--- src/logic/board_defines.svh ---
`ifndef BOARD_DEFINES_SVH
`define BOARD_DEFINES_SVH

// horizontal timing in pixel clocks.
`define H_VISIBLE 640
`define H_FRONT 16
`define H_SYNC 96
`define H_TOTAL 800

// vertical timing in lines.
`define V_VISIBLE 480
`define V_FRONT 10
`define V_SYNC 2
`define V_TOTAL 525

`define LED_STEP 4 // clocks between two moves of the running light.

`define TILE_BITS 6 // the tile is 2**TILE_BITS pixels on a side.

`endif

--- src/logic/board_pkg.sv ---
package board_pkg;

    typedef struct packed {
        logic [7:0] r;
        logic [7:0] g;
        logic [7:0] b;
    } rgb_t;

    typedef logic [9:0] coord_t;

    // segments are active low; bit 7 is the dot and stays dark.
    typedef logic [7:0] glyph_t;

    function automatic glyph_t hex_glyph(input logic [3:0] value);
        glyph_t glyph;
        case (value)
            4'h0: glyph = 8'hC0;
            4'h1: glyph = 8'hF9;
            4'h2: glyph = 8'hA4;
            4'h3: glyph = 8'hB0;
            4'h4: glyph = 8'h99;
            4'h5: glyph = 8'h92;
            4'h6: glyph = 8'h82;
            4'h7: glyph = 8'hF8;
            4'h8: glyph = 8'h80;
            4'h9: glyph = 8'h90;
            4'hA: glyph = 8'h88;
            4'hB: glyph = 8'h83;
            4'hC: glyph = 8'hC6;
            4'hD: glyph = 8'hA1;
            4'hE: glyph = 8'h86;
            default: glyph = 8'h8E;
        endcase
        return glyph;
    endfunction

endpackage

--- src/logic/seg_display.sv ---
`timescale 1ns/1ps

module seg_display (
    input  logic                clk,
    input  logic                rst,
    input  logic [2:0]          seg_x,
    output board_pkg::glyph_t   seg0,
    output board_pkg::glyph_t   seg1,
    output board_pkg::glyph_t   seg2,
    output board_pkg::glyph_t   seg3,
    output board_pkg::glyph_t   seg4,
    output board_pkg::glyph_t   seg5,
    output board_pkg::glyph_t   seg6,
    output board_pkg::glyph_t   seg7
);

    localparam board_pkg::glyph_t BLANK = 8'hFF; // all segments and the dot dark.

    board_pkg::glyph_t digit [8];

    for (genvar k = 0; k < 8; k++) begin : g_digit
        always_ff @(posedge clk) begin
            if (rst) begin
                digit[k] <= BLANK;
            end else begin
                // the 3-bit sum wraps the shown value to 0..7.
                digit[k] <= board_pkg::hex_glyph({1'b0, seg_x + 3'(k)});
            end
        end
    end

    assign seg0 = digit[0];
    assign seg1 = digit[1];
    assign seg2 = digit[2];
    assign seg3 = digit[3];
    assign seg4 = digit[4];
    assign seg5 = digit[5];
    assign seg6 = digit[6];
    assign seg7 = digit[7];

endmodule

--- config.mk ---
export PLATFORM = sky130hd
export DESIGN_NAME = seg_display
export DESIGN_NICKNAME = d
export VERILOG_FILES = /design/src/logic/board_defines.svh /design/src/logic/board_pkg.sv /design/src/logic/seg_display.sv
export SDC_FILE = /design/constraint.sdc
export NUM_CORES = 1
export LEC_CHECK = 0
export ABC_AREA = 1
export BUFFER_PORTS_ARGS = -buffer_cell sky130_fd_sc_hd__buf_4
export CAP_MARGIN = 20
export CORE_ASPECT_RATIO = 1.5
export CORE_MARGIN = 2
export CORE_UTILIZATION = 30
export DETAILED_ROUTE_END_ITERATION = 16
export SYNTH_ARGS = -nofsm -noshare
export SYNTH_HDL_FRONTEND = slang
export SYNTH_SLANG_ARGS = --single-unit
export TNS_END_PERCENT = 5
--- constraint.sdc ---
create_clock -name clk -period 1.15 [get_ports clk]
set_input_delay 0.0575 -clock clk [delete_from_list [all_inputs] [get_ports clk]]
set_output_delay 0.0575 -clock clk [all_outputs]
set_load 0.03 [all_outputs]
==> flow_metrics.tcl <==
set metrics [dict create \
    io_pins 69 \
    ir_drop_v 0.000460 \
    largest_reg_flops 56 \
    cp-startpoint "rst" \
    die_height_um 105 \
    firstDrtPassIters 4 \
    grt_usage 0.132 \
    wl_per_cell_um 12.8 \
    finalMaxSlewViolations 0 \
    finalCritPeriodShare 0.923 \
    vias 1698 \
    leakagePower_nw 1.31 \
    ys_ff_latch 56 \
    grt_max_degree 26 \
    post-synth-top-area-fraction 0.555 \
    path_max_fanout 25 \
    switchingPower_mw 1.26 \
    post-dp-hpwl_mm 3.77 \
    crit_type "in2reg" \
    grt_pass1_vias 1641 \
    max_freq_ghz 0.942 \
    syn_area_um2 2020 \
    placed_area_um2 2600 \
    clock_sinks 56 \
    start_kind "input port" \
    ys_warn_count 0 \
    areaGrowthSynthToFinish_pct 33.9 \
    htreeDepth 2 \
    nets 312 \
    die_area_um2 7420 \
    drc 0 \
    cp-end-kind "register" \
    synth_cells 225 \
    hold_start "seg_x[2]" \
    viasPerCell 4.52 \
    portBuffers 60 \
    clockPowerShare 0.253 \
    met1_usage 0.130 \
    syn_avg_cell_area_um2 8.98 \
    top_register "digit" \
    drt_iter0_markers 61 \
    rsz0062_at_grt "false" \
    yosysSeqAreaShare 0.555 \
    drtAntennaViolNets 0 \
    fin_area_um2 2710 \
    use_met2 0.253 \
    whs_ns 0.113 \
    tns_ns 0 \
    yosysUniqueCellTypes 20 \
    pwr-share-comb 0.238 \
    required_ns 1.34 \
    post_cts_buffers 0 \
    hold_viol 0 \
    clock_path_buffers 2 \
    rows 36 \
    worstPathArrival_ns 1.25 \
    synth_area_leaders "dfxtp_1, nand3_1, nand2_1" \
    layout_commonest_cell "buf_4" \
    drive_gt1_frac 0.317 \
    cts-root-buf "clkbuf_8" \
    gp_congestion 0.859 \
    fp.coreArea_um2 6530 \
    drv_cap 0 \
    floorplan.initialDensity 0.309 \
    cts_made_buffers 5 \
    grt.overflow.total 0 \
    p_int_mw 2.93 \
    hold_class "in2reg" \
    most-common-layout-cells "buf_4, nand2_1, dfxtp_1" \
    antenna_cells 0 \
    setup_viol 0 \
    endpoint "digit[1][10]$_SDFF_PP1_" \
    seqPwrFrac 0.510 \
    reg.largest.list "digit: 56 flops" \
    grt-busiest-layer "met2" \
    clk_pin_slew_ns 0.09 \
    cellPowerDensity_nw_per_um2 1550 \
    totalWireLength_mm 4.81 \
    tritoncts "done" \
    grt_use_met3 0.0291 \
    grt_pass1_wl_mm 7.58 \
    dieWidth_um 71.0 \
    yosysTopAreaCell "dfxtp_1" \
    timing.final.crit_period_ns 1.06 \
    antenna_found_initial 0 \
    outcome "finished clean" \
    swShare 0.302 \
]
## timing repair
item / CTS / global route
hold buffers: 1 / 0
endpoints found under the hold margin: 2 / 0
endpoints found under the setup margin: 0 / 3
resized for setup: 0 / 1
## critical path, cell delays in order
cell and delay, ns:
dlygate4sd3_1 0.54, buf_4 0.16, clkinv_2 0.18, buf_12 0.20, o21ai_0 0.10
## cell type report
| class | instances | area (um^2) |
|---|---|---|
| fill | 658 | 3830 |
| sequential | 56 | 1120 |
| multi-input combinational | 144 | 738 |
| timing repair buffer | 79 | 608 |
| tap | 76 | 95.1 |
| clock buffer | 8 | 90.1 |
| inverter | 13 | 52.6 |
## power groups by stage
stage	Sequential, mW	Clock, mW	Combinational, mW
after CTS	2.14	1.09	1.00
after global routing	2.15	1.17	1.07
final	2.14	1.06	0.996
after detailed placement	2.18	0	1.00
after global placement	2.18	0	0.991
after floorplan	2.49	0	0.327
## cells by family (layout without fill, tap and decap cells)
| group | count (synthesis) | after routing | synth area share |
|---|---|---|---|
| AO/OA/AOI/OAI | 21 | 21 | 0.0588 |
| adder cells (fa/ha/maj) | 8 | 8 | 0.0495 |
| buffers and inverters | 32 | 100 | 0.0929 |
| flip-flops | 56 | 56 | 0.555 |
| other | 1 | 8 | 0.00186 |
| AND/OR/NAND/NOR | 107 | 107 | 0.242 |
## cells in the mapped netlist (all sizes together)
library cell,count
a21oi,4
buf,17
clkbuf,2
conb,1
dfxtp,56
ha,8
inv,13
nand2,62
nand3,44
o211ai,4
o21ai,13
or2,1
## worst min-delay path by stage
| stage | end | cells after the start |
|---|---|---|
| after floorplan | digit[1][6]$_SDFF_PP1_ | 2 |
| after global placement | digit[1][6]$_SDFF_PP1_ | 3 |
| after detailed placement | digit[1][22]$_SDFF_PP1_ | 3 |
| after CTS | digit[1][3]$_SDFF_PP1_ | 2 |
| after global routing | digit[1][3]$_SDFF_PP1_ | 2 |
| final | digit[1][3]$_SDFF_PP1_ | 2 |
## per-stage QoR
stage                     setup slack, ns  utilization  power (mW)  cells
final                              0.0887        0.414        4.19    376
after global routing               0.0448        0.414        4.39    376
after CTS                          0.0406        0.414        4.23    376
after detailed placement          -0.0528        0.399        3.18    367
after global placement            -0.0402        0.399        3.18    367
after floorplan                    0.0872            -        2.82    232
## per-layer routing
| metal | part of all wire | up-vias |
|---|---|---|
| li1 | - | 860 |
| met1 | 0.38 | 774 |
| met2 | 0.54 | 58 |
| met3 | 0.057 | 6 |
| met4 | 0.019 | 0 |
| met5 | 0 | - |
Note: power is estimated with default switching activity, not from simulation.
