**src/logic/board_defines.svh**
```systemverilog
`ifndef BOARD_DEFINES_SVH
`define BOARD_DEFINES_SVH

// horizontal timing in pixel clocks.
`define H_VISIBLE 640
`define H_FRONT 16
`define H_SYNC 96
`define H_TOTAL 800

// vertical timing in lines.
`define V_VISIBLE 480
`define V_FRONT 10
`define V_SYNC 2
`define V_TOTAL 525

`define LED_STEP 4 // clocks between two moves of the running light.

`define TILE_BITS 6 // the tile is 2**TILE_BITS pixels on a side.

`endif

```
**src/logic/board_pkg.sv**
```systemverilog
package board_pkg;

    typedef struct packed {
        logic [7:0] r;
        logic [7:0] g;
        logic [7:0] b;
    } rgb_t;

    typedef logic [9:0] coord_t;

    // segments are active low; bit 7 is the dot and stays dark.
    typedef logic [7:0] glyph_t;

    function automatic glyph_t hex_glyph(input logic [3:0] value);
        glyph_t glyph;
        case (value)
            4'h0: glyph = 8'hC0;
            4'h1: glyph = 8'hF9;
            4'h2: glyph = 8'hA4;
            4'h3: glyph = 8'hB0;
            4'h4: glyph = 8'h99;
            4'h5: glyph = 8'h92;
            4'h6: glyph = 8'h82;
            4'h7: glyph = 8'hF8;
            4'h8: glyph = 8'h80;
            4'h9: glyph = 8'h90;
            4'hA: glyph = 8'h88;
            4'hB: glyph = 8'h83;
            4'hC: glyph = 8'hC6;
            4'hD: glyph = 8'hA1;
            4'hE: glyph = 8'h86;
            default: glyph = 8'h8E;
        endcase
        return glyph;
    endfunction

endpackage

```
**src/logic/vga_if.sv**
```systemverilog
`timescale 1ns/1ps

interface vga_if;

    board_pkg::coord_t h_addr;
    board_pkg::coord_t v_addr;
    logic              rd_en;
    board_pkg::rgb_t   rd_data; // valid one clock after the address.

    modport ctrl (
        output h_addr,
        output v_addr,
        output rd_en,
        input  rd_data
    );

    modport mem (
        input  h_addr,
        input  v_addr,
        input  rd_en,
        output rd_data
    );

endinterface

```
**src/logic/vga_ctrl.sv**
```systemverilog
`timescale 1ns/1ps
`include "board_defines.svh"

module vga_ctrl (
    input  logic       clk,
    input  logic       rst,
    vga_if.ctrl        vid,
    output logic       hsync,
    output logic       vsync,
    output logic       valid,
    output logic [7:0] vga_r,
    output logic [7:0] vga_g,
    output logic [7:0] vga_b
);

    localparam board_pkg::coord_t H_LAST   = 10'(`H_TOTAL - 1);
    localparam board_pkg::coord_t V_LAST   = 10'(`V_TOTAL - 1);
    localparam board_pkg::coord_t H_VIS    = 10'(`H_VISIBLE);
    localparam board_pkg::coord_t V_VIS    = 10'(`V_VISIBLE);
    localparam board_pkg::coord_t HS_START = 10'(`H_VISIBLE + `H_FRONT);
    localparam board_pkg::coord_t HS_END   = 10'(`H_VISIBLE + `H_FRONT + `H_SYNC);
    localparam board_pkg::coord_t VS_START = 10'(`V_VISIBLE + `V_FRONT);
    localparam board_pkg::coord_t VS_END   = 10'(`V_VISIBLE + `V_FRONT + `V_SYNC);

    board_pkg::coord_t h;
    board_pkg::coord_t v;
    logic              visible;
    logic              h_in_sync;
    logic              v_in_sync;

    always_ff @(posedge clk) begin
        if (rst) begin
            h <= '0;
            v <= '0;
        end else if (h == H_LAST) begin
            h <= '0;
            v <= (v == V_LAST) ? '0 : v + 1'b1; // a new line starts each wrap of h.
        end else begin
            h <= h + 1'b1;
        end
    end

    assign visible   = (h < H_VIS) && (v < V_VIS);
    assign h_in_sync = (h >= HS_START) && (h < HS_END);
    assign v_in_sync = (v >= VS_START) && (v < VS_END);

    // the memory sees the live counters and answers one clock later.
    assign vid.h_addr = h;
    assign vid.v_addr = v;
    assign vid.rd_en  = visible;

    // the output stage lines up with the registered read data.
    always_ff @(posedge clk) begin
        if (rst) begin
            hsync <= 1'b1;
            vsync <= 1'b1;
            valid <= 1'b0;
        end else begin
            hsync <= ~h_in_sync;
            vsync <= ~v_in_sync;
            valid <= visible;
        end
    end

    assign vga_r = valid ? vid.rd_data.r : 8'h00;
    assign vga_g = valid ? vid.rd_data.g : 8'h00;
    assign vga_b = valid ? vid.rd_data.b : 8'h00;

endmodule

```
**src/flat_wrapper.sv**
```systemverilog
// flat-port wrapper written by rule: the top's interface ports become plain ports
module vga_ctrl_flat 
  (clk, rst, hsync, vsync, valid, vga_r, vga_g, vga_b, vid_h_addr, vid_v_addr, vid_rd_en, vid_rd_data);
  vga_if vid_i ();
  input  logic clk;
  input  logic rst;
  output logic hsync;
  output logic vsync;
  output logic valid;
  output logic [7:0] vga_r;
  output logic [7:0] vga_g;
  output logic [7:0] vga_b;
  output wire logic [$bits(vid_i.h_addr)-1:0] vid_h_addr;
  output wire logic [$bits(vid_i.v_addr)-1:0] vid_v_addr;
  output wire logic [$bits(vid_i.rd_en)-1:0] vid_rd_en;
  input wire logic [$bits(vid_i.rd_data)-1:0] vid_rd_data;
  assign vid_h_addr = vid_i.h_addr;
  assign vid_v_addr = vid_i.v_addr;
  assign vid_rd_en = vid_i.rd_en;
  assign vid_i.rd_data = vid_rd_data;
  vga_ctrl u_core (.clk(clk), .rst(rst), .vid(vid_i), .hsync(hsync), .vsync(vsync), .valid(valid), .vga_r(vga_r), .vga_g(vga_g), .vga_b(vga_b));
endmodule
```
**config.mk**
```make
export PLATFORM = sky130hd
export DESIGN_NAME = vga_ctrl_flat
export DESIGN_NICKNAME = d
export VERILOG_FILES = /design/src/logic/board_pkg.sv /design/src/logic/vga_if.sv /design/src/logic/vga_ctrl.sv /design/src/flat_wrapper.sv
export VERILOG_INCLUDE_DIRS = /design/src /design/src/logic
export SDC_FILE = /design/constraint.sdc
export NUM_CORES = 1
export LEC_CHECK = 0
export BUFFER_PORTS_ARGS = -buffer_cell sky130_fd_sc_hd__clkbuf_2
export CAP_MARGIN = 30
export CORE_MARGIN = 2
export CORE_UTILIZATION = 43
export DETAILED_ROUTE_END_ITERATION = 6
export PLACE_DENSITY = 0.8
export RECOVER_POWER = 100
export SLEW_MARGIN = 20
export SYNTH_ARGS = -nofsm -noshare
export SYNTH_HDL_FRONTEND = slang
export SYNTH_SLANG_ARGS = --single-unit
```
**constraint.sdc**
```tcl
create_clock -name clk -period 2.25 [get_ports clk]
set_input_delay 0.45 -clock clk [delete_from_list [all_inputs] [get_ports clk]]
set_output_delay 0.45 -clock clk [all_outputs]
set_load 0.02 [all_outputs]
```
==> impl_metrics.py <==
metrics = {
    "setup_path": {
        "end_kind": "flip-flop",
        "cp-start-kind": "flip-flop",
        "path_cells": "ha_1 -> nand4_1 -> clkbuf_1 -> nor4_2 -> mux2i_1 -> nor3_1",
        "critPathArrivalTime_ps": 2210,
        "path_max_fanout": 8,
        "cpMaxStageDelayCell": "nor4_2",
        "worstSetupPathType": "flip-flop to flip-flop",
        "critPathRequiredTime_ps": 2450,
        "critPathMaxStageDelay_ps": 560,
    },
    "clock_tree": {
        "cts_tree": "built",
        "post_cts_buffers": 0,
        "clkLatencyLatePin_ps": 300,
        "clk_pin_slew_worst_paths_ps": 120,
        "h-tree-depth": 1,
        "cts_buffers": 3,
        "cts.sinks": 23,
        "cts_root_buffer": "clkbuf_4",
        "cts_resized": 0,
        "postCtsHoldBufs": 0,
        "cts_max_path_buffers": 2,
    },
    "place": {
        "port_buffers": 73,
        "place_ws_ps": 315.4,
        "place_hpwl_mm": 2.552,
        "place_area_mm2": 0.001628,
        "gp_congestion": 0.8648,
    },
    "routing": {
        "drc": 0,
        "drtAntennaViolNets": 0,
        "drt-initial-drc-count": 30,
        "routed_wl_mm": 3.168,
        "wl_per_cell_um": 12.33,
        "via_per_inst": 5.113,
        "dr.pass1.iters": 4,
        "via_count": 1314,
    },
    "synthesis": {
        "yosysWarnings": 0,
        "synth_top_family_by_area": "simple AND/OR/NAND/NOR gates",
        "synthTopCellsByArea": "dfxtp_1, and2_1, xnor2_1",
        "ys.flop_type": "dfxtp_1",
        "synth_top_area_cell": "dfxtp_1",
        "synth.distinct_cells": 27,
        "ys_top_cells_by_count": "and2_1, dfxtp_1, nor2_1",
        "yosys.area.top_type_share_pct": 37.21,
        "synthXorXnorAreaFrac_pct": 9.909,
        "seq_area_frac_synth_pct": 37.21,
        "postSynthNetCount": 183,
        "yosys.area_share.simple_pct": 40.44,
        "netlist_area_mm2": 0.001237,
        "synthMuxAreaShare_pct": 0.8089,
        "synth_most_common_cell": "and2_1",
        "avgSynthCellArea_um2": 8.088,
        "synth-async-reset-ratio_pct": 0,
        "synth_compound_area_share_pct": 3.134,
        "synth_edf_count": 0,
        "synth-adder-area-share_pct": 4.044,
        "syn_inst": 153,
        "yosys_register_bits": 23,
    },
    "cells_and_area": {
        "final-seq-area_um2": 460.4,
        "nNetsFinal": 257,
        "drive_gt1_share_pct": 18.58,
        "num-fill-cells": 284,
        "area_growth_pct": 29.83,
        "antennaDiodeCount": 0,
        "fin_util_pct": 58.76,
        "finalInstanceArea_mm2": 0.001607,
        "multi_input_area_um2": 721.9,
    },
    "timing": {
        "setup_violations": 0,
        "finalCritPeriodShare_pct": 88.96,
        "maxSlewViolCount": 0,
        "fmax_mhz": 499.6,
        "hold_viol_final": 0,
        "slew_headroom_pct": 64.12,
        "skew_ps": 4.538,
        "worst_slack_ps": 248.3,
        "period_needed_ps": 2002,
        "rsz0062_at_grt": "no",
        "fin_setup_tns_ps": 0,
        "worst_pin_slew_ps": 533.7,
    },
    "global_route": {
        "overflow": 0,
        "grt_pass1_wl_mm": 4.850,
        "antenna_found_initial": 0,
        "first_global_vias": 1099,
        "grt_max_degree": 26,
        "grt_use_total_pct": 18.57,
    },
    "floorplan": {
        "start_util_pct": 45.26,
        "die_x_um": 57.65,
        "dieHeight_um": 57.65,
        "design.die.area_mm2": 0.003323,
        "pin_count": 74,
        "core.rowCount": 19,
        "core_mm2": 0.002734,
    },
    "job": {
        "cap_violations": 0,
    },
    "power_and_ir_drop": {
        "power_mw": 0.7217,
        "vdd_ir_drop_max_v": 0.0003519,
        "power.leakage_nw": 0.6214,
        "cellPowerDensity_mw_per_mm2": 449.2,
    },
    "run_status": {
        "status": "finished clean",
    },
    "hold_path": {
        "hp-class": "input pin to flip-flop",
    },
}
critical path, delay by kind of cell, from the launching register on:
kind	cells	cell delay [ps]
simple gates	3	750
flops	1	440
fa+ha+maj	1	250
buf+inv	1	220
mux	1	240
final timing paths:
check	startpoint	endpoint	slack [ps]	cells after the start
worst max-delay path	u_core.vid.h_addr[0]$_SDFF_PP0_	u_core.vid.v_addr[7]$_SDFFE_PP0N_	250	6
worst min-delay path	rst	u_core.vid.h_addr[2]$_SDFF_PP0_	450	2
worst max register to register	u_core.vid.h_addr[0]$_SDFF_PP0_	u_core.vid.v_addr[7]$_SDFFE_PP0N_	250	6
worst min register to register	u_core.vid.h_addr[0]$_SDFF_PP0_	u_core.vid.h_addr[0]$_SDFF_PP0_	520	1
metrics by stage:
stage	hold slack [ps]	std cells
final	452.5	257
after global routing	461.9	257
after CTS	460.8	257
after detailed placement	492.0	253
after global placement	468.1	253
after floorplan	540.0	153
final cells by class:
| class | instances | share of cell area (%) |
|---|---|---|
| inverter | 9 | 2.103 |
| sequential | 23 | 28.66 |
| clock buffer | 4 | 1.636 |
| tap | 31 | 2.414 |
| timing repair buffer | 74 | 20.25 |
| multi-input combinational | 116 | 44.94 |
cell families (layout without fill, tap and decap cells):
group,count (synthesis),count (layout)
and+or+nand+nor,90,90
DFF,23,23
xor gates and xnor gates,14,14
buffers and inverters,14,87
AOI/OAI and AO/OA,7,7
adders and majority gates,4,4
muxes,1,1
where the power goes:
part	total [mW]	internal, mW	leakage (nW)	switching [mW]
registers	0.423	0.413	0.186	0.0102
logic	0.112	0.0439	0.420	0.0685
clock network	0.186	0.0691	0.0150	0.117
cells in the final DEF, fill, tap and decap left out, types with 2 or more instances in the layout:
master     n
clkbuf_1  37
or3_1      4
inv_1      9
clkbuf_4   3
nor3_1     6
nand2_1    5
nand4_1    3
nor4bb_1   2
a21oi_1    3
o21ai_0    2
nand2b_1   2
nor4_1     4
and4_1     2
xnor2_1   12
ha_1       4
clkbuf_2  38
and3_1     3
nor2_1    21
dfxtp_1   23
and2_1    11
xor2_1     2
nand3_1   11
and2_0    13
sequential cells by signal, indices dropped and copies added, names as in the netlist:
register           count
u_core.vid.h_addr     10
u_core.vid.v_addr     10
u_core.hsync           1
u_core.vsync           1
u_core.valid           1
per-layer routing:
layer,vias up,track usage (%),wire length [um]
met3,6,3.795,249
met2,58,34.74,1574
met5,-,0,0
met1,585,20.84,1298
li1,665,-,-
met4,0,5.980,46
(Power assumes the default switching activity.)
