[src/logic/board_defines.svh]
`ifndef BOARD_DEFINES_SVH
`define BOARD_DEFINES_SVH

// horizontal timing in pixel clocks.
`define H_VISIBLE 640
`define H_FRONT 16
`define H_SYNC 96
`define H_TOTAL 800

// vertical timing in lines.
`define V_VISIBLE 480
`define V_FRONT 10
`define V_SYNC 2
`define V_TOTAL 525

`define LED_STEP 4 // clocks between two moves of the running light.

`define TILE_BITS 6 // the tile is 2**TILE_BITS pixels on a side.

`endif

[src/logic/lab_gates.sv]
`timescale 1ns/1ps

module lab_gates (
    input  logic [7:0] a,
    input  logic [1:0] s,
    input  logic [2:0] x,
    input  logic       en,
    input  logic [7:0] ec_x,
    input  logic       ec_en,
    input  logic       alu_a,
    input  logic       alu_b,
    input  logic       alu_c,
    output logic [1:0] y,
    output logic [7:0] y_dec,
    output logic [2:0] ec_y,
    output logic       alu_s,
    output logic       alu_c_out
);

    // lane s occupies bits 2s+1 and 2s.
    assign y = a[{s, 1'b0} +: 2];

    assign y_dec = en ? (8'b1 << x) : 8'b0;

    always_comb begin
        ec_y = 3'd0;
        if (ec_en) begin
            for (int i = 0; i < 8; i++) begin
                if (ec_x[i]) begin
                    ec_y = 3'(i); // later bits win, so the top set bit is kept.
                end
            end
        end
    end

    assign alu_s     = alu_a ^ alu_b ^ alu_c;
    assign alu_c_out = (alu_a & alu_b) | (alu_c & (alu_a ^ alu_b));

endmodule

[config.mk]
export PLATFORM = sky130hd
export DESIGN_NAME = lab_gates
export DESIGN_NICKNAME = d
export VERILOG_FILES = /design/src/logic/board_defines.svh /design/src/logic/lab_gates.sv
export SDC_FILE = /design/constraint.sdc
export NUM_CORES = 1
export LEC_CHECK = 0
export ABC_AREA = 1
export ABC_CLOCK_PERIOD_IN_PS = 2200
export BUFFER_PORTS_ARGS = -buffer_cell sky130_fd_sc_hd__buf_2
export CAP_MARGIN = 10
export CORE_AREA = 3 3 40 42
export DETAILED_ROUTE_END_ITERATION = 8
export DIE_AREA = 0 0 43 45
export GPL_ROUTABILITY_DRIVEN = 0
export PLACE_DENSITY_LB_ADDON = 0.05
export SYNTH_ARGS = -nofsm -noshare
export SYNTH_HDL_FRONTEND = slang
export SYNTH_SLANG_ARGS = --single-unit
[constraint.sdc]
create_clock -name vclk -period 2.2
set_input_delay 0.44 -clock vclk [all_inputs]
set_output_delay 0.44 -clock vclk [all_outputs]
set_load 0.01 [all_outputs]
==> impl_metrics.csv, run 1 <==
group,metric,value,unit
timing,fin_crit_sh,0.740,
worst_setup_path,cp-end-kind,"primary output",
layout,nClkBuffers,0,
worst_setup_path,cp_max_fo,1,
timing,final_max_slew_viol_count,0,
timing,fmax,614,MHz
layout,multi_input_area,169,µm²
floorplan,rows,13,
worst_setup_path,criticalPathCategory,"in2out",
power_and_ir_drop,ir_drop,0.0000510,V
floorplan,die_height,45,µm
floorplan,die-area,0.00194,mm²
synth,syn_area,214,µm²
worst_hold_path,hp-class,"in2out",
worst_setup_path,slowest_delay,520,ps
timing,finalSetupTns,0,ps
layout,nets,116,
layout,area_growth,102,%
synth,ys_types,9,
drt,num_vias,410,
timing,rsz0062_at_grt,"false",
global_route,grt_antenna_before_repair,0,
job,drv_cap,0,
layout,final_cell_mix,"buf_2, nor2_1, inv_1, nand2_1, o21ai_0",
synth,yosysSeqAreaShare,0,
timing,setup_viol,0,
synth,synthCells,47,
global_route,grt_overflow,0,
placement,place_area,433,µm²
layout,postLayoutCellArea,433,µm²
timing,fin_ws,573,ps
floorplan,core,0.00128,mm²
synth,synth_top_family_by_area,"simple AND/OR/NAND/NOR gates",
synth,muxShareOfSynthArea,0,
placement,place_ws,566,ps
floorplan,start_util,0.167,
synth,yosys.area_share.simple,0.421,
drt,drt_iter0_drc,4,
layout,drive_gt1_frac,0.483,
synth,syn_nets,74,
floorplan,die_w,43,µm
timing,slew_headroom,0.899,
drt,route.detailed.wl_per_inst,7.89,µm
clock_tree,cts_hold_buf,0,
drt,drc,0,
worst_setup_path,slowest_stage,"fa_1",
global_route,track_usage,0.0772,
floorplan,pin_count,41,
synth,syn_avg_cell_area,4.55,µm²
drt,drtAntennaViolNets,0,
worst_setup_path,cp-start-kind,"input port",
clock_tree,cts_resized,0,
layout,seq_cell_count,0,
worst_setup_path,crit_arrival,1190,ps
worst_setup_path,cp_cell_sequence,"buf_2, fa_1, buf_2",
synth,synth.yosys.warnings,0,
global_route,grt_pass1_vias,364,
power_and_ir_drop,power_density,176,mW/mm²
power_and_ir_drop,power,0.0000760,W
layout,insertedDiodeCount,0,
drt,routed_via_density,4.02,
timing,period_minus_slack,1630,ps
layout,final_common_cell,"buf_2",
layout,seq_area,0,µm²
clock_tree,cts_setup_buffers,0,
timing,hold_violations,0,
global_route,grt_max_degree,6,
timing,tightestPinTransition,149,ps
drt,routed_wl,805,µm
worst_setup_path,worst_path_most_repeated_cell,"buf_2",
synth,yosys.area_share.xor_xnor,0,
power_and_ir_drop,cellLeakagePower,0.300,nW
drt,firstDrtPassIters,2,
outcome,outcome,"finished, final reports clean",
synth,synth_compound_area_frac,0.275,
worst_setup_path,required,1760,ps
synth,synth_adder_area_share,0.0936,
layout,fillers,155,
placement,hpwl,760,µm
placement,portBuffers,40,
global_route,grt_pass1_wl,1.26,mm
## layer usage
metal | up-vias | global-route usage | wire, µm
li1 | 224 | - | -
met1 | 160 | 0.112 | 319
met2 | 26 | 0.123 | 354
met3 | 0 | 0.0199 | 130
met4 | 0 | 0 | 0
met5 | - | 0 | 0
## logic make-up (layout without fill, tap and decap cells)
family,count (synthesis),in the layout
AO/OA/AOI/OAI,10,10
AND/OR/NAND/NOR,24,24
adder cells (fa/ha/maj),1,1
buffers and inverters,12,52
## cell usage after synthesis, drive strengths merged
master  instances  area share
a21oi           1       0.041
a31oi           2       0.058
fa              1       0.094
inv            12        0.21
nand2          11        0.19
nor2           13        0.23
o21ai           5        0.12
o22ai           2       0.058
## path summary, 6_finish.rpt
path	start	end	slack, ps	cells after the start
max	alu_a	alu_s	570	3
min	alu_c	alu_s	1220	3
## critical path: cells and delay by family
kind,cells,cell delay (ps)
adders and majority gates,1,520
buffers and inverters,2,230
## through the flow
| stage | hold slack, ps | utilization | instances |
|---|---|---|---|
| 6_report | 1220 | 0.337 | 102 |
| 5_1_grt | 1240 | 0.337 | 102 |
| 4_1_cts | 1230 | 0.337 | 102 |
| 3_5_place_dp | 1230 | 0.337 | 102 |
| 3_3_place_gp | 1220 | 0.337 | 102 |
| 2_1_floorplan | 994 | - | 47 |
## final cells by class
cell class | count | share of cell area
repair buffers | 40 | 0.462
multi-input cells | 35 | 0.390
inverters | 12 | 0.104
well taps | 15 | 0.0434
## power breakdown
group | internal, W | leakage, nW | switching [W]
logic | 0.0000365 | 0.300 | 0.0000395
clock network | 0 | 0 | 0
registers | 0 | 0 | 0
Note: power is estimated with default switching activity, not from simulation.
==> run 2: changes to the inputs <==
Settings changed: ABC_CLOCK_PERIOD_IN_PS 2200 to 1600.
Clock period 2.2 ns to 1.6 ns, I/O delays scaled along.
==> run 2 against run 1 <==
- setup slack got worse by 360 ps
- count of clock-buffer cells in the layout unchanged
- first-iteration DRC count increased by 25%
- sequential share of layout area unchanged
- final cell count unchanged
- combinational power increased by 37%
- non-clock buffer count unchanged
- critical path depth unchanged
- final area unchanged
- via count increased by 2.2%
==> impl_metrics.csv, run 2 (synthesized netlist as in run 1, its figures left out) <==
group,metric,value,unit
outcome,outcome,"finished, final reports clean",
placement,hpwl,719,µm
timing,setup_viol,0,
timing,final_max_slew_viol_count,0,
worst_hold_path,hold_path_depth,3,
placement,portBuffers,40,
timing,finalSetupTns,0,ps
placement,place_inst,102,
power_and_ir_drop,cellLeakagePower,0.300,nW
layout,drive_gt1_frac,0.483,
worst_setup_path,required,1280,ps
layout,layout.cells.non_filler,102,
drt,drt_iter0_drc,5,
timing,slew_headroom,0.889,
drt,routed_via_density,4.11,
timing,rsz0062_at_grt,"false",
floorplan,rows,13,
clock_tree,cts_hold_buf,0,
layout,seq_area,0,µm²
global_route,grt_pass1_wl,1.18,mm
global_route,grt_max_degree,6,
clock_tree,cts_resized,0,
layout,final_common_cell,"buf_2",
power_and_ir_drop,ir_drop,0.0000777,V
job,drv_cap,0,
drt,drc,0,
drt,routed_wl,776,µm
worst_setup_path,criticalPathCategory,"in2out",
worst_setup_path,cp-end-kind,"primary output",
layout,seq_cell_count,0,
worst_setup_path,cp-start-kind,"input port",
worst_setup_path,crit_arrival,1060,ps
timing,period_minus_slack,1380,ps
layout,nClkBuffers,0,
global_route,track_usage,0.0723,
floorplan,die_height,45,µm
global_route,grt_overflow,0,
layout,nets,116,
power_and_ir_drop,power_density,241,mW/mm²
global_route,grt_pass1_vias,345,
timing,hold_violations,0,
timing,fin_crit_sh,0.865,
timing,fmax,723,MHz
floorplan,core,0.00128,mm²
worst_setup_path,cp_max_fo,1,
layout,area_growth,102,%
layout,insertedDiodeCount,0,
drt,drtAntennaViolNets,0,
drt,route.detailed.wl_per_inst,7.61,µm
global_route,grt_antenna_before_repair,0,
floorplan,die_w,43,µm
timing,tightestPinTransition,164,ps
worst_hold_path,hold_end,"alu_s",
floorplan,die-area,0.00194,mm²
drt,firstDrtPassIters,4,
layout,final_cell_mix,"buf_2, nor2_1, inv_1, nand2_1, o21ai_0",
worst_hold_path,min-delay-start,"alu_c",
floorplan,start_util,0.167,
floorplan,pin_count,41,
clock_tree,cts_setup_buffers,0,
drt,num_vias,419,
worst_hold_path,hp-class,"in2out",
layout,postLayoutCoreUtil,0.337,
==> run 2: cell counts in the layout (fill, tap and decap cells not counted) <==
No cell type changed its count.
==> run 2: where the power goes <==
group | switching [W] | internal, W | total, W
Sequential | 0 | 0 | 0
Clock | 0 | 0 | 0
Combinational | 0.0000540 | 0.0000502 | 0.000104
==> run 2: worst max-delay path by stage <==
| stage | slack, ps | end | cells after the start | start |
|---|---|---|---|---|
| after floorplan | 390 | alu_s | 1 | alu_a |
| after global placement | 210 | alu_s | 3 | alu_a |
| after detailed placement | 210 | alu_s | 3 | alu_a |
| after CTS | 210 | alu_s | 3 | alu_a |
| after global routing | 180 | alu_s | 3 | alu_a |
| final | 220 | alu_s | 3 | alu_a |
==> run 2: metal layers <==
layer	vias up	global-route usage	wire length, µm	part of all wire
met3	0	0.0159	124	0.16
met4	0	0.00602	0	0
met2	28	0.123	351	0.45
met5	-	0	0	0
met1	167	0.0981	301	0.39
li1	224	-	-	-
==> run 2: worst max-delay path, cell delays in order <==
cell	delay (ps)
buf_2	110
fa_1	510
buf_2	120
==> run 2: final cells by class <==
cell class	count	area (µm²)
tap	15	18.8
timing repair buffer	40	200
multi-input combinational	35	169
fill	135	852
inverter	12	45.0
==> run 2: per-stage QoR <==
| stage | hold WS [ps] | total power [W] | area (µm²) | setup slack [ps] |
|---|---|---|---|---|
| floorplan | 754 | 0.0000497 | 214 | 388 |
| detailed placement | 981 | 0.000105 | 433 | 212 |
| global placement | 981 | 0.000107 | 433 | 211 |
| finish | 978 | 0.000104 | 433 | 216 |
| CTS | 981 | 0.000105 | 433 | 212 |
| global route | 1010 | 0.000119 | 433 | 181 |
==> run 3: changes to the inputs <==
Settings changed: ABC_AREA 1 to unset.
==> run 3 against run 2 <==
- combinational power fell by 4%
- final cell count fell by 19%
- first-iteration DRC count fell by 80%
- final area fell by 4.9%
- wire length fell by 4.9%
- maximum frequency fell by 2.8%
- setup slack got worse by 39 ps
- area after synthesis fell by 9.9%
- critical path type unchanged
- highest routed layer unchanged
==> impl_metrics.csv, run 3 <==
group,metric,value,unit
synth,yosysSeqAreaShare,0,
synth,ys_types,12,
drt,routed_wl,738,µm
layout,insertedDiodeCount,0,
timing,final_max_slew_viol_count,0,
clock_tree,cts_setup_buffers,0,
global_route,grt_max_degree,6,
floorplan,start_util,0.150,
timing,finalSetupTns,0,ps
global_route,grt_overflow,0,
power_and_ir_drop,power,0.000100,W
drt,drc,0,
layout,final_cell_mix,"buf_2, nor2_1, nand2_1, nand2b_1",
timing,fin_crit_sh,0.889,
worst_setup_path,crit_arrival,1100,ps
layout,final_common_cell,"buf_2",
timing,rsz0062_at_grt,"false",
worst_setup_path,criticalPathCategory,"in2out",
drt,num_vias,350,
global_route,grt_pass1_vias,306,
drt,route.detailed.wl_per_inst,8.89,µm
layout,area_growth,114,%
synth,yosys.area.top_type,"mux4_1",
layout,drive_gt1_frac,0.588,
synth,yosysTopAreaCellShare,0.273,
placement,portBuffers,40,
synth,synth.yosys.warnings,0,
floorplan,core,0.00128,mm²
layout,nClkBuffers,0,
power_and_ir_drop,ir_drop,0.0000691,V
floorplan,die_height,45,µm
worst_setup_path,required,1280,ps
power_and_ir_drop,power_density,243,mW/mm²
timing,tightestPinTransition,252,ps
timing,hold_violations,0,
layout,multi_input_area,185,µm²
worst_hold_path,min-delay-start,"x[0]",
worst_setup_path,worstSetupStartpoint,"s[0]",
timing,period_minus_slack,1420,ps
global_route,grt_pass1_wl,1.19,mm
worst_setup_path,cp_max_fo,2,
drt,drt_iter0_drc,1,
synth,synthCells,28,
floorplan,pin_count,41,
worst_setup_path,cp-end-kind,"primary output",
power_and_ir_drop,cellLeakagePower,0.248,nW
synth,syn_avg_cell_area,6.88,µm²
synth,synth_common_cells,"nor2_1, nand2_1, nand2b_1",
worst_hold_path,hp-class,"in2out",
job,drv_cap,0,
worst_setup_path,cp-start-kind,"input port",
synth,syn_area,193,µm²
floorplan,die-area,0.00194,mm²
clock_tree,cts_hold_buf,0,
floorplan,die_w,43,µm
outcome,outcome,"finished, final reports clean",
timing,fmax,703,MHz
synth,syn_nets,55,
layout,seq_area,0,µm²
drt,firstDrtPassIters,3,
drt,drtAntennaViolNets,0,
layout,fillers,146,
timing,setup_viol,0,
drt,routed_via_density,4.22,
synth,synth.most_common_cell,"nor2_1",
clock_tree,cts_resized,0,
floorplan,rows,13,
global_route,grt_antenna_before_repair,0,
global_route,track_usage,0.0731,
timing,slew_headroom,0.830,
synth,synthTopCellsByArea,"mux4_1, nor2_1, fa_1",
placement,hpwl,695,µm
layout,seq_cell_count,0,
layout,nets,97,
==> run 3: cell count changes in the layout (fill, tap and decap cells not counted), moves of 2 or more <==
cell | previous run | this run
a21oi_1 | 0 | 2
a31oi_1 | 2 | 0
inv_1 | 11 | 2
mux4_1 | 0 | 2
nand2_1 | 11 | 3
nand2b_1 | 0 | 3
nor2_1 | 13 | 9
nor3_1 | 0 | 2
o21ai_0 | 5 | 1
o22ai_1 | 2 | 0
==> run 3: power by group <==
group	switching, W	internal [W]
Sequential	0	0
Clock	0	0
Combinational	0.0000466	0.0000536
Total	0.0000466	0.0000536
==> run 3: final timing paths <==
path | to | slack [ps] | cells past startpoint
hold / removal | y_dec[0] | 930 | 3
setup / recovery | y[0] | 180 | 3
==> run 3: kinds of logic after synthesis <==
kind of cell             Yosys count  synth area share
buffers and inverters              2            0.0390
AO/OA/AOI/OAI                      5             0.169
multiplexers                       2             0.273
adder cells (fa/ha/maj)            1             0.104
AND/OR/NAND/NOR                   18             0.416
==> run 3: metal layers <==
metal / up-vias / wire length [µm] / track usage
met5: - / 0 / 0
li1: 182 / - / -
met1: 149 / 238 / 0.0909
met3: 0 / 96 / 0.0120
met4: 0 / 0 / 0
met2: 19 / 403 / 0.141
==> run 3: layout make-up <==
class,count,share of cell area
Inverter,2,0.0182
Multi-Input combinational cell,26,0.450
Tap cell,15,0.0456
Timing Repair Buffer,40,0.486
==> run 3: metrics by stage <==
stage               setup WS (ps)  instances  area, µm²  hold slack, ps  utilization
global placement              180         83        412             939        0.320
finish                        177         83        412             933        0.320
floorplan                     379         28        193             691            -
detailed placement            168         83        412             933        0.320
global route                  139         83        412             957        0.320
CTS                           168         83        412             935        0.320
==> run 3: worst max-delay path: stages <==
cell,delay [ps]
buf_2,100
mux4_1,530
buf_2,150
