`src/logic/board_defines.svh`:
```
`ifndef BOARD_DEFINES_SVH
`define BOARD_DEFINES_SVH

// horizontal timing in pixel clocks.
`define H_VISIBLE 640
`define H_FRONT 16
`define H_SYNC 96
`define H_TOTAL 800

// vertical timing in lines.
`define V_VISIBLE 480
`define V_FRONT 10
`define V_SYNC 2
`define V_TOTAL 525

`define LED_STEP 4 // clocks between two moves of the running light.

`define TILE_BITS 6 // the tile is 2**TILE_BITS pixels on a side.

`endif

```
`src/logic/led_runner.sv`:
```
`timescale 1ns/1ps
`include "board_defines.svh"

module led_runner (
    input  logic        clk,
    input  logic        rst,
    input  logic [7:0]  sw,
    output logic [15:0] ledr
);

    localparam int STEP_W = $clog2(`LED_STEP);

    logic [STEP_W-1:0] step_cnt;
    logic [7:0]        run;
    logic [7:0]        sw_q;

    always_ff @(posedge clk) begin
        sw_q <= sw;
    end

    always_ff @(posedge clk) begin
        if (rst) begin
            step_cnt <= '0;
            run      <= 8'h01;
        end else if (step_cnt == STEP_W'(`LED_STEP - 1)) begin
            step_cnt <= '0;
            run      <= {run[6:0], run[7]}; // move the light one place left.
        end else begin
            step_cnt <= step_cnt + 1'b1;
        end
    end

    assign ledr = {run, sw_q};

endmodule

```
`config.mk`:
```
export PLATFORM = sky130hd
export DESIGN_NAME = led_runner
export DESIGN_NICKNAME = d
export VERILOG_FILES = /design/src/logic/led_runner.sv
export VERILOG_INCLUDE_DIRS = /design/src /design/src/logic
export SDC_FILE = /design/constraint.sdc
export NUM_CORES = 1
export LEC_CHECK = 0
export ABC_AREA = 1
export BUFFER_PORTS_ARGS = -buffer_cell sky130_fd_sc_hd__buf_4
export CAP_MARGIN = 20
export CORE_MARGIN = 2
export CORE_UTILIZATION = 43
export DETAILED_ROUTE_END_ITERATION = 7
export GPL_TIMING_DRIVEN = 0
export PLACE_DENSITY = 0.74
export SYNTH_ARGS = -nofsm -noshare
export SYNTH_HDL_FRONTEND = slang
export SYNTH_SLANG_ARGS = --single-unit
```
`constraint.sdc`:
```
create_clock -name clk -period 1.3 [get_ports clk]
set_input_delay 0.325 -clock clk [delete_from_list [all_inputs] [get_ports clk]]
set_output_delay 0.325 -clock clk [all_outputs]
set_load 0.05 [all_outputs]
```
==> results of run 1 <==
==> cells in the final DEF, fill, tap and decap left out <==
cell type,instances
sky130_fd_sc_hd__nor3b_2,1
sky130_fd_sc_hd__nand3_1,1
sky130_fd_sc_hd__clkbuf_4,3
sky130_fd_sc_hd__buf_8,1
sky130_fd_sc_hd__nor2_1,14
sky130_fd_sc_hd__buf_6,1
sky130_fd_sc_hd__ha_1,1
sky130_fd_sc_hd__nor3_4,1
sky130_fd_sc_hd__nand2_1,16
sky130_fd_sc_hd__clkbuf_8,1
sky130_fd_sc_hd__inv_1,9
sky130_fd_sc_hd__dfxtp_1,18
sky130_fd_sc_hd__buf_4,25
==> layout make-up <==
class	count	area, µm²
buffer	2	26.3
sequential	18	360
fill	110	463
inverter	9	33.8
clock buffer	4	36.3
multi-input combinational	34	159
timing repair buffer	25	188
tap	15	18.8
==> cells by family (layout without fill, tap and decap cells) <==
family,after synthesis,count (layout),share of synthesized area [%]
fa+ha+maj,1,1,2.16
simple gates,33,33,25.3
buf+inv,11,40,10.4
flops,18,18,62.2
==> sequential cells by signal (all words and copies together), names as in the netlist <==
name	count
run	8
sw_q	8
step_cnt	2
==> routing by layer <==
metal  up-vias  wire [µm]  global-route usage (%)
met5         -          0                       0
met4         0          6                    10.0
met3         2         90                    5.98
met2        21        428                    21.8
met1       199        414                    14.2
li1        242          -                       -
==> worst max path at each step <==
stage,cells after the start,to
after floorplan,5,run[7]$_SDFFE_PP0N_
after global placement,5,run[0]$_SDFFE_PP1N_
after detailed placement,5,run[2]$_SDFFE_PP0N_
after CTS,1,ledr[10]
after global routing,1,ledr[13]
final,1,ledr[10]
==> stage by stage <==
| stage | util, % | instance area [µm²] | cells | setup WS, ns | hold slack [ns] |
|---|---|---|---|---|---|
| final | 64.0 | 822 | 107 | 0.101 | 0.131 |
| after global routing | 64.0 | 822 | 107 | 0.0586 | 0.114 |
| after CTS | 64.0 | 822 | 107 | 0.0907 | 0.120 |
| after detailed placement | 61.1 | 786 | 103 | 0.217 | 0.430 |
| after global placement | 61.1 | 786 | 103 | 0.239 | 0.429 |
| after floorplan | - | 579 | 63 | 0.269 | 0.353 |
==> power groups by stage <==
stage	sequential (mW)	combinational (mW)	clock [mW]
final	0.611	0.256	0.334
after global routing	0.617	0.275	0.364
after CTS	0.612	0.259	0.347
after detailed placement	0.625	0.259	0
after global placement	0.623	0.256	0
after floorplan	0.730	0.0711	0
==> worst reg2reg max path: cells and delay by family, from the launching register on <==
kind / cells / cell delay, ns
and+or+nand+nor: 2 / 0.17
adders and majority gates: 1 / 0.21
DFF: 1 / 0.35
buffers and inverters: 2 / 0.28
==> results.env, run 1 <==
LEAKAGEPOWER_nW=0.400
CLKSLEWWORSTSETUPHOLDPATHS_NS=0.10
NUMBER_OF_ANTENNA_VIOLATIONS_AT_THE_FIRST_CHECK_IN_GLOBAL_ROUTING=0
CRIT-REG2REG-CAPTURE='run[2]$_SDFFE_PP0N_'
DIEAREA_UM2=1660
RSZ_0062_RAISED_AFTER_GLOBAL_ROUTING='false'
FINAL.MIN_CLOCK_PERIOD_NS=1.20
FF2FF_PATH_DEPTH=5
YS_SEQ_AREA_SHARE_PCT=62.2
FMAXACHIEVABLE_GHz=0.834
CLK_ROOT_BUFFER_CELL='sky130_fd_sc_hd__clkbuf_4'
TIMING.CRITICAL_PATH.FROM='run[2]$_SDFFE_PP0N_'
IO_PINS=26
DRTITER0DRC=4
CP_CELL_SEQUENCE='buf_4'
GRT_START_MAX_NET_PINS=11
CRITICAL-PATH-TOP-DELAY-FAMILY='flip-flops'
SYNTH_LARGEST_AREA_CELL='sky130_fd_sc_hd__dfxtp_1'
ANTENNA_CELLS=0
SYNTH_AREA_UM2=579
ROUTE.ANTENNA.REMAINING_NETS=0
CORE_AREA_UM2=1280
FLOORPLAN.INITIALDENSITY_PCT=45.1
CRITICAL_PATH.SLOWEST_CELL='sky130_fd_sc_hd__dfxtp_1'
SEQ_POWER_SHARE_PCT=50.9
PORT_BUFFERS=25
FP.DIEW_UM=40.7
ROW_COUNT=13
SYNTH_CELL_TYPE_COUNT=10
HP-CLASS='primary input to register'
P_INT_mW=0.855
CLOCK_TREE_FROM_TRITONCTS='yes'
YOSYS_MOST_USED_DFF='sky130_fd_sc_hd__dfxtp_1'
TOTALPOWERFINAL_mW=1.20
POWERDENSITY_nW_PER_UM2=1460
YOSYSMOSTFREQUENTCELL='sky130_fd_sc_hd__dfxtp_1'
TIMING.CRITICAL_PATH.REQUIRED_NS=0.98
GRT_FIRST_PASS_WIRELENGTH_MM=1.39
CTS.SINK_COUNT=18
NETS=104
SYNTHDOMINANTCELLAREASHARE_PCT=62.2
SYN_WARNINGS=0
OUTCOME='finished clean'
CLOCKPOWERSHARE_PCT=27.8
RRSETUPSLACK_NS=0.21
WORSTPATHARRIVAL_NS=0.87
DR.PASS1.ITERS=4
SETUP-TNS-FINAL_NS=0
COMBPWRFRAC_PCT=21.3
GP_CONGESTION=0.642
SYNTH_AREA_PER_CELL_UM2=9.20
HOLD-PATH-ENDPOINT='sw_q[7]$_DFF_P_'
CRIT-REG2REG-LAUNCH='step_cnt[0]$_SDFF_PP0_'
FINAL.PERIOD_UTILIZATION_PCT=92.2
FINALCLOCKSKEW_NS=0.00349
TIMING.MAX_CAP.VIOLATIONS=0
CTS_HOLD_REPAIR.BUFFERS=0
WORST_PATH_LARGEST_CELL_DELAY_NS=0.37
CTS-HTREE-LEVELS=1
SYNTH_CELLS=63
HOLD_VIOLATIONS=0
TIMING.MAX_SLEW.REL_SLACK_PCT=84.5
TOTALWIRELENGTH_UM=939
POST_CTS_SETUP_BUFFER_COUNT=0
SW_FRAC_OF_TOTAL_PCT=28.9
CLOCK_INSERTION_DELAY_WORST_SKEW_NS=0.29
GLOBAL_ROUTE.OVERFLOW_TOTAL=0
LARGEST_VOLTAGE_DROP_ON_THE_VDD_NET_V=0.00100
SETUP.WORST_PATH.CLASS='register to output port'
START_KIND='register'
SYNTH_FP_NETS=74
PLACE_HPWL_UM=719
CLK_PATH_BUF_DEPTH=2
SWITCHING_POWER_mW=0.347
YS_FF_LATCH=18
NUMBER_OF_FLOPS_MAPPED_TO_ENABLE_CELLS_BY_YOSYS=0
WORSTHOLDPATHCELLS=1
ROUTEDWLPERCELL_UM=8.78
AREAGROWTHSYNTHTOFINISH_PCT=41.9
SETUP_VIOLATIONS=0
ENDPOINT_KIND='output port'
CRIT_PATH_MAX_FANOUT=3
VIAS=464
GLOBAL_ROUTE.USAGE.TOTAL_PCT=13.7
YOSYS-TOP-CELLS-AREA='sky130_fd_sc_hd__dfxtp_1 (62%), sky130_fd_sc_hd__nand2_1 (10%), sky130_fd_sc_hd__nor2_1 (9.1%)'
DRCVIOLATIONCOUNT=0
GRT_PASS1_VIAS=379
WORST-SLEW-PIN-TRANSITION_NS=0.233
CP_NUM_BUF_INV=1
FRACTION_OF_LAYOUT_CELLS_WITH_A_SIZE_SUFFIX_ABOVE_1_PCT=35.9
VIA_PER_INST=4.34
ASYNC_SET_RESET_FLOP_SHARE_OUT_OF_SYNTHESIS_PCT=0
HP-START='sw[7]'
DRV_SLEW=0
CTS-BUFFERS-INSERTED=3
SYNTHTOPCELLSBYCOUNT='sky130_fd_sc_hd__dfxtp_1 (18), sky130_fd_sc_hd__nand2_1 (16), sky130_fd_sc_hd__nor2_1 (14)'
VERTICAL_EXTENT_OF_THE_DIE_UM=40.7
CTS_RESIZED=0
Note: power is estimated with default switching activity, not from simulation.
==> run 2, diff against run 1 <==
- PLACE_DENSITY: 0.74 -> not set
- PLACE_DENSITY_LB_ADDON: not set -> 0.25
==> run 2 against run 1 <==
Sequential power is essentially flat. Count of clock-buffer cells in the layout did not move. Sequential share of layout area unchanged. Maximum frequency is 1.1% lower. Global-route usage grew 0.083 points. Sequential cell count is the same. Register-to-register slack hardly changed. Critical path type unchanged. Largest cell class unchanged.
==> results.env, run 2 (same netlist as run 1, synthesis figures left out) <==
BIGGESTREGSBYFLOPS='run (8), sw_q (8), step_cnt (2)'
NETS=104
DIEAREA_UM2=1660
HP-START='sw[5]'
FRACTION_OF_LAYOUT_CELLS_WITH_A_SIZE_SUFFIX_ABOVE_1_PCT=35.9
GRT-BUSIEST-LAYER='met2'
GRT.MET2_USAGE_PCT=21.0
SETUP-TNS-FINAL_NS=0
FLOORPLAN.INITIALDENSITY_PCT=45.1
TOTALWIRELENGTH_MM=1.03
WORST-SLEW-PIN-TRANSITION_NS=0.246
CRIT-REG2REG-LAUNCH='step_cnt[0]$_SDFF_PP0_'
GRT_START_MAX_NET_PINS=11
CRIT_PATH_MAX_FANOUT=3
FINALCLOCKSKEW_NS=0.00708
RRSETUPSLACK_NS=0.22
CTS-HTREE-LEVELS=1
PORT_BUFFERS=25
CLK_ROOT_BUFFER_CELL='sky130_fd_sc_hd__clkbuf_4'
ROUTE.ANTENNA.REMAINING_NETS=0
CRITICAL-PATH-TOP-DELAY-FAMILY='flip-flops'
FINAL_COMMON_CELL='sky130_fd_sc_hd__buf_4'
GRT_PASS1_VIAS=349
SETUP_VIOLATIONS=0
FF2FF_PATH_DEPTH=5
CTS.SINK_COUNT=18
CTS-BUFFERS-INSERTED=3
LARGEST_VOLTAGE_DROP_ON_THE_VDD_NET_V=0.000820
CRIT-REG2REG-CAPTURE='run[4]$_SDFFE_PP0N_'
HP-CLASS='primary input to register'
WORSTHOLDPATHCELLS=1
FINAL.MIN_CLOCK_PERIOD_NS=1.21
HOLD-PATH-ENDPOINT='sw_q[5]$_DFF_P_'
FINAL.PERIOD_UTILIZATION_PCT=93.3
RSZ_0062_RAISED_AFTER_GLOBAL_ROUTING='false'
TIMING.MAX_SLEW.REL_SLACK_PCT=83.6
LAYOUT.CELLS.MOST_COMMON_LIST='sky130_fd_sc_hd__buf_4 (25), sky130_fd_sc_hd__dfxtp_1 (18), sky130_fd_sc_hd__nand2_1 (16)'
CP_NUM_BUF_INV=1
POST_CTS_SETUP_BUFFER_COUNT=0
WORSTPATHARRIVAL_NS=0.89
CLOCK_INSERTION_DELAY_WORST_SKEW_NS=0.30
NUMBER_OF_ANTENNA_VIOLATIONS_AT_THE_FIRST_CHECK_IN_GLOBAL_ROUTING=0
CORE_AREA_UM2=1280
VIA_PER_INST=4.16
ENDPOINT_KIND='output port'
START_KIND='register'
CTS_HOLD_REPAIR.BUFFERS=0
ROUTEDWLPERCELL_UM=9.61
FINISH.UTILIZATION_PCT=64.0
CLOCK_TREE_FROM_TRITONCTS='yes'
VIAS=445
GLOBAL_ROUTE.USAGE.TOTAL_PCT=13.8
FMAXACHIEVABLE_GHz=0.825
GLOBAL_ROUTE.OVERFLOW_TOTAL=0
ROW_COUNT=13
CLKSLEWWORSTSETUPHOLDPATHS_NS=0.10
ANTENNA_CELLS=0
CLK_PATH_BUF_DEPTH=2
AREAGROWTHSYNTHTOFINISH_PCT=41.9
FP.DIEW_UM=40.7
GLOBALROUTEMET1UTIL_PCT=15.1
GRT_FIRST_PASS_WIRELENGTH_MM=1.38
IO_PINS=26
GP_CONGESTION=0.657
PLACE_HPWL_UM=770
HOLD_VIOLATIONS=0
CP_CELL_SEQUENCE='buf_4'
DRV_SLEW=0
DRTITER0DRC=2
SETUP.WORST_PATH.CLASS='register to output port'
TIMING.CRITICAL_PATH.REQUIRED_NS=0.98
CRITICAL_PATH.SLOWEST_CELL='sky130_fd_sc_hd__dfxtp_1'
DR.PASS1.ITERS=2
VERTICAL_EXTENT_OF_THE_DIE_UM=40.7
DRCVIOLATIONCOUNT=0
OUTCOME='finished clean'
LEAKAGEPOWER_nW=0.400
TIMING.MAX_CAP.VIOLATIONS=0
GRT.MET3_USAGE_PCT=5.98
WORST_PATH_LARGEST_CELL_DELAY_NS=0.37
CTS_RESIZED=0
POWERDENSITY_nW_PER_UM2=1470
## run 2: cell counts in the layout (fill, tap and decap cells not counted)
No cell type changed its count.
## run 2: where the power goes
group	internal (mW)	leakage, nW	total [mW]	switching [mW]
logic	0.0937	0.230	0.257	0.163
clock network	0.171	0.0210	0.343	0.172
registers	0.590	0.149	0.612	0.0213
## run 2: per-layer routing
layer | up-vias | share of wire (%)
li1 | 243 | -
met1 | 180 | 42
met2 | 17 | 47
met3 | 5 | 8.1
met4 | 0 | 2.6
met5 | - | 0
## run 2: worst max-delay path by stage
stage          depth (start not counted)  slack, ns                   start             endpoint
3_3_place_gp                           5       0.24  step_cnt[0]$_SDFF_PP0_  run[4]$_SDFFE_PP0N_
4_1_cts                                1       0.09     run[3]$_SDFFE_PP0N_             ledr[11]
6_report                               1       0.09     run[3]$_SDFFE_PP0N_             ledr[11]
3_5_place_dp                           5       0.22  step_cnt[0]$_SDFF_PP0_  run[4]$_SDFFE_PP0N_
2_1_floorplan                          5       0.27  step_cnt[0]$_SDFF_PP0_  run[7]$_SDFFE_PP0N_
5_1_grt                                1       0.06     run[7]$_SDFFE_PP0N_             ledr[15]
## run 2: metrics by stage
step	hold slack (ns)	power, mW	cell area [µm²]	std cells	setup slack, ns
final	0.120	1.21	822	107	0.0875
after global routing	0.108	1.27	822	107	0.0570
after CTS	0.123	1.22	822	107	0.0910
after detailed placement	0.431	0.885	786	103	0.216
after global placement	0.430	0.879	786	103	0.239
after floorplan	0.353	0.801	579	63	0.269
## run 2: area by class of cell
class	instances	area, µm²
Tap cell	15	18.8
Clock buffer	4	36.3
Sequential cell	18	360
Timing Repair Buffer	25	188
Buffer	2	26.3
Inverter	9	33.8
Fill cell	121	463
Multi-Input combinational cell	34	159
==> run 3, diff against run 2 <==
--- a/constraint.sdc
+++ b/constraint.sdc
@@ -3,2 +3,2 @@
 set_output_delay 0.325 -clock clk [all_outputs]
-set_load 0.05 [all_outputs]
+set_load 0.1 [all_outputs]
==> run 3 against run 2 <==
Worst hold slack hardly changed. Sequential cell count did not move. First-iteration DRC count stayed put. Global-route usage is the same. Non-clock buffer count unchanged. Critical path depth did not move. Combinational power rose by 49%. Count of clock-buffer cells in the layout unchanged.
==> results.env, run 3 (same netlist as run 1, synthesis figures left out) <==
PLACE_HPWL_UM=770
ROW_COUNT=13
DRTITER0DRC=2
GP_CONGESTION=0.657
ROUTEDWLPERCELL_UM=9.69
FLOORPLAN.INITIALDENSITY_PCT=45.1
DRCVIOLATIONCOUNT=0
GLOBAL_ROUTE.OVERFLOW_TOTAL=0
GRT_START_MAX_NET_PINS=11
FINAL.PERIOD_UTILIZATION_PCT=96.8
WORST-SLEW-PIN-TRANSITION_NS=0.280
CORE_AREA_UM2=1280
ENDPOINT_KIND='output port'
CP_NUM_BUF_INV=1
TIMING.MAX_SLEW.REL_SLACK_PCT=81.5
SETUP-TNS-FINAL_NS=0
POST_CTS_SETUP_BUFFER_COUNT=0
CRITICAL-PATH-TOP-DELAY-FAMILY='flip-flops'
GRT_PASS1_VIAS=349
CLOCK_INSERTION_DELAY_WORST_SKEW_NS=0.30
SETUP.WORST_PATH.CLASS='register to output port'
GRT_FIRST_PASS_WIRELENGTH_MM=1.38
TIMING.CRITICAL_PATH.REQUIRED_NS=0.98
AREAGROWTHSYNTHTOFINISH_PCT=47.1
FINALCLOCKSKEW_NS=0.00703
HOLD-PATH-ENDPOINT='sw_q[5]$_DFF_P_'
DR.PASS1.ITERS=2
FINAL_COMMON_CELL='sky130_fd_sc_hd__dfxtp_1'
FP.DIEW_UM=40.7
SETUP_VIOLATIONS=0
NETS=104
LARGEST_VOLTAGE_DROP_ON_THE_VDD_NET_V=0.000852
ANTENNA_CELLS=0
CTS.SINK_COUNT=18
IO_PINS=26
BIGGESTREGSBYFLOPS='run (8), sw_q (8), step_cnt (2)'
FRACTION_OF_LAYOUT_CELLS_WITH_A_SIZE_SUFFIX_ABOVE_1_PCT=35.9
WORSTHOLDPATHCELLS=1
FMAXACHIEVABLE_GHz=0.794
TIMING.MAX_CAP.VIOLATIONS=0
HOLD_VIOLATIONS=0
RSZ_0062_RAISED_AFTER_GLOBAL_ROUTING='false'
POWERDENSITY_nW_PER_UM2=1580
PORT_BUFFERS=25
CP_CELL_SEQUENCE='buf_6'
CRIT-REG2REG-CAPTURE='run[4]$_SDFFE_PP0N_'
VIA_PER_INST=4.17
CLKSLEWWORSTSETUPHOLDPATHS_NS=0.10
FINAL.MIN_CLOCK_PERIOD_NS=1.26
FF2FF_PATH_DEPTH=5
TOTALWIRELENGTH_MM=1.04
CLK_PATH_BUF_DEPTH=2
FIN_WORST_HOLD_SLACK_NS=0.121
OUTCOME='finished clean'
DIEAREA_UM2=1660
WORSTPATHARRIVAL_NS=0.93
CTS-BUFFERS-INSERTED=3
LAYOUT.CELLS.MOST_COMMON_LIST='sky130_fd_sc_hd__dfxtp_1 (18), sky130_fd_sc_hd__buf_4 (17), sky130_fd_sc_hd__nand2_1 (16)'
HP-CLASS='primary input to register'
GLOBAL_ROUTE.USAGE.TOTAL_PCT=13.8
CLK_ROOT_BUFFER_CELL='sky130_fd_sc_hd__clkbuf_4'
CLOCK_TREE_FROM_TRITONCTS='yes'
CRIT_PATH_MAX_FANOUT=3
POSTPLACECELLAREA_UM2=786
HP-START='sw[5]'
VIAS=446
CRIT-REG2REG-LAUNCH='step_cnt[0]$_SDFF_PP0_'
LAYOUT.CELL_AREA.NON_FILLER_UM2=852
NUMBER_OF_ANTENNA_VIOLATIONS_AT_THE_FIRST_CHECK_IN_GLOBAL_ROUTING=0
LEAKAGEPOWER_nW=0.407
START_KIND='register'
ROUTE.ANTENNA.REMAINING_NETS=0
WORST_PATH_LARGEST_CELL_DELAY_NS=0.39
CTS-HTREE-LEVELS=1
CRITICAL_PATH.SLOWEST_CELL='sky130_fd_sc_hd__dfxtp_1'
DRV_SLEW=0
RRSETUPSLACK_NS=0.22
VERTICAL_EXTENT_OF_THE_DIE_UM=40.7
==> run 3: power breakdown <==
part	switching (mW)	total [mW]	leakage, nW	internal [mW]
Combinational	0.279	0.384	0.237	0.104
Sequential	0.0246	0.615	0.149	0.590
Clock	0.172	0.343	0.0210	0.171
==> run 3: cell type report <==
class | count | area, µm²
plain buffers | 2 | 26.3
clock buffers | 4 | 36.3
fillers | 114 | 433
inverters | 9 | 33.8
multi-input cells | 34 | 159
flip-flops and latches | 18 | 360
well taps | 15 | 18.8
repair buffers | 25 | 218
==> run 3: repair_timing <==
action,in CTS,in global routing
endpoints found under the setup margin,1,7
hold buffers,0,0
resized for setup,1,7
==> run 3: how the worst max path moves through the flow <==
stage,start,endpoint,slack [ns],cells after the start
after CTS,run[7]$_SDFFE_PP0N_,ledr[15],0.003,1
after global routing,run[7]$_SDFFE_PP0N_,ledr[15],0.01,1
after global placement,step_cnt[0]$_SDFF_PP0_,run[4]$_SDFFE_PP0N_,0.24,5
final,run[3]$_SDFFE_PP0N_,ledr[11],0.04,1
after floorplan,run[4]$_SDFFE_PP0N_,run[5]$_SDFFE_PP0N_,0.02,4
after detailed placement,step_cnt[0]$_SDFF_PP0_,run[4]$_SDFFE_PP0N_,0.22,5
==> run 3: per-stage QoR <==
stage	instances	setup slack [ns]	power [mW]	util [%]
6_report	107	0.0412	1.34	66.3
5_1_grt	107	0.0130	1.40	66.3
4_1_cts	107	0.00302	1.34	64.3
3_5_place_dp	103	0.216	1.00	61.1
3_3_place_gp	103	0.239	0.994	61.1
2_1_floorplan	63	0.0208	0.917	-
==> run 3: layer usage <==
| metal | vias to the layer above | GRT usage (%) | routed length, µm |
|---|---|---|---|
| li1 | 243 | - | - |
| met1 | 181 | 15.1 | 439 |
| met2 | 17 | 21.0 | 488 |
| met3 | 5 | 5.98 | 81 |
| met4 | 0 | 10.0 | 27 |
| met5 | - | 0 | 0 |
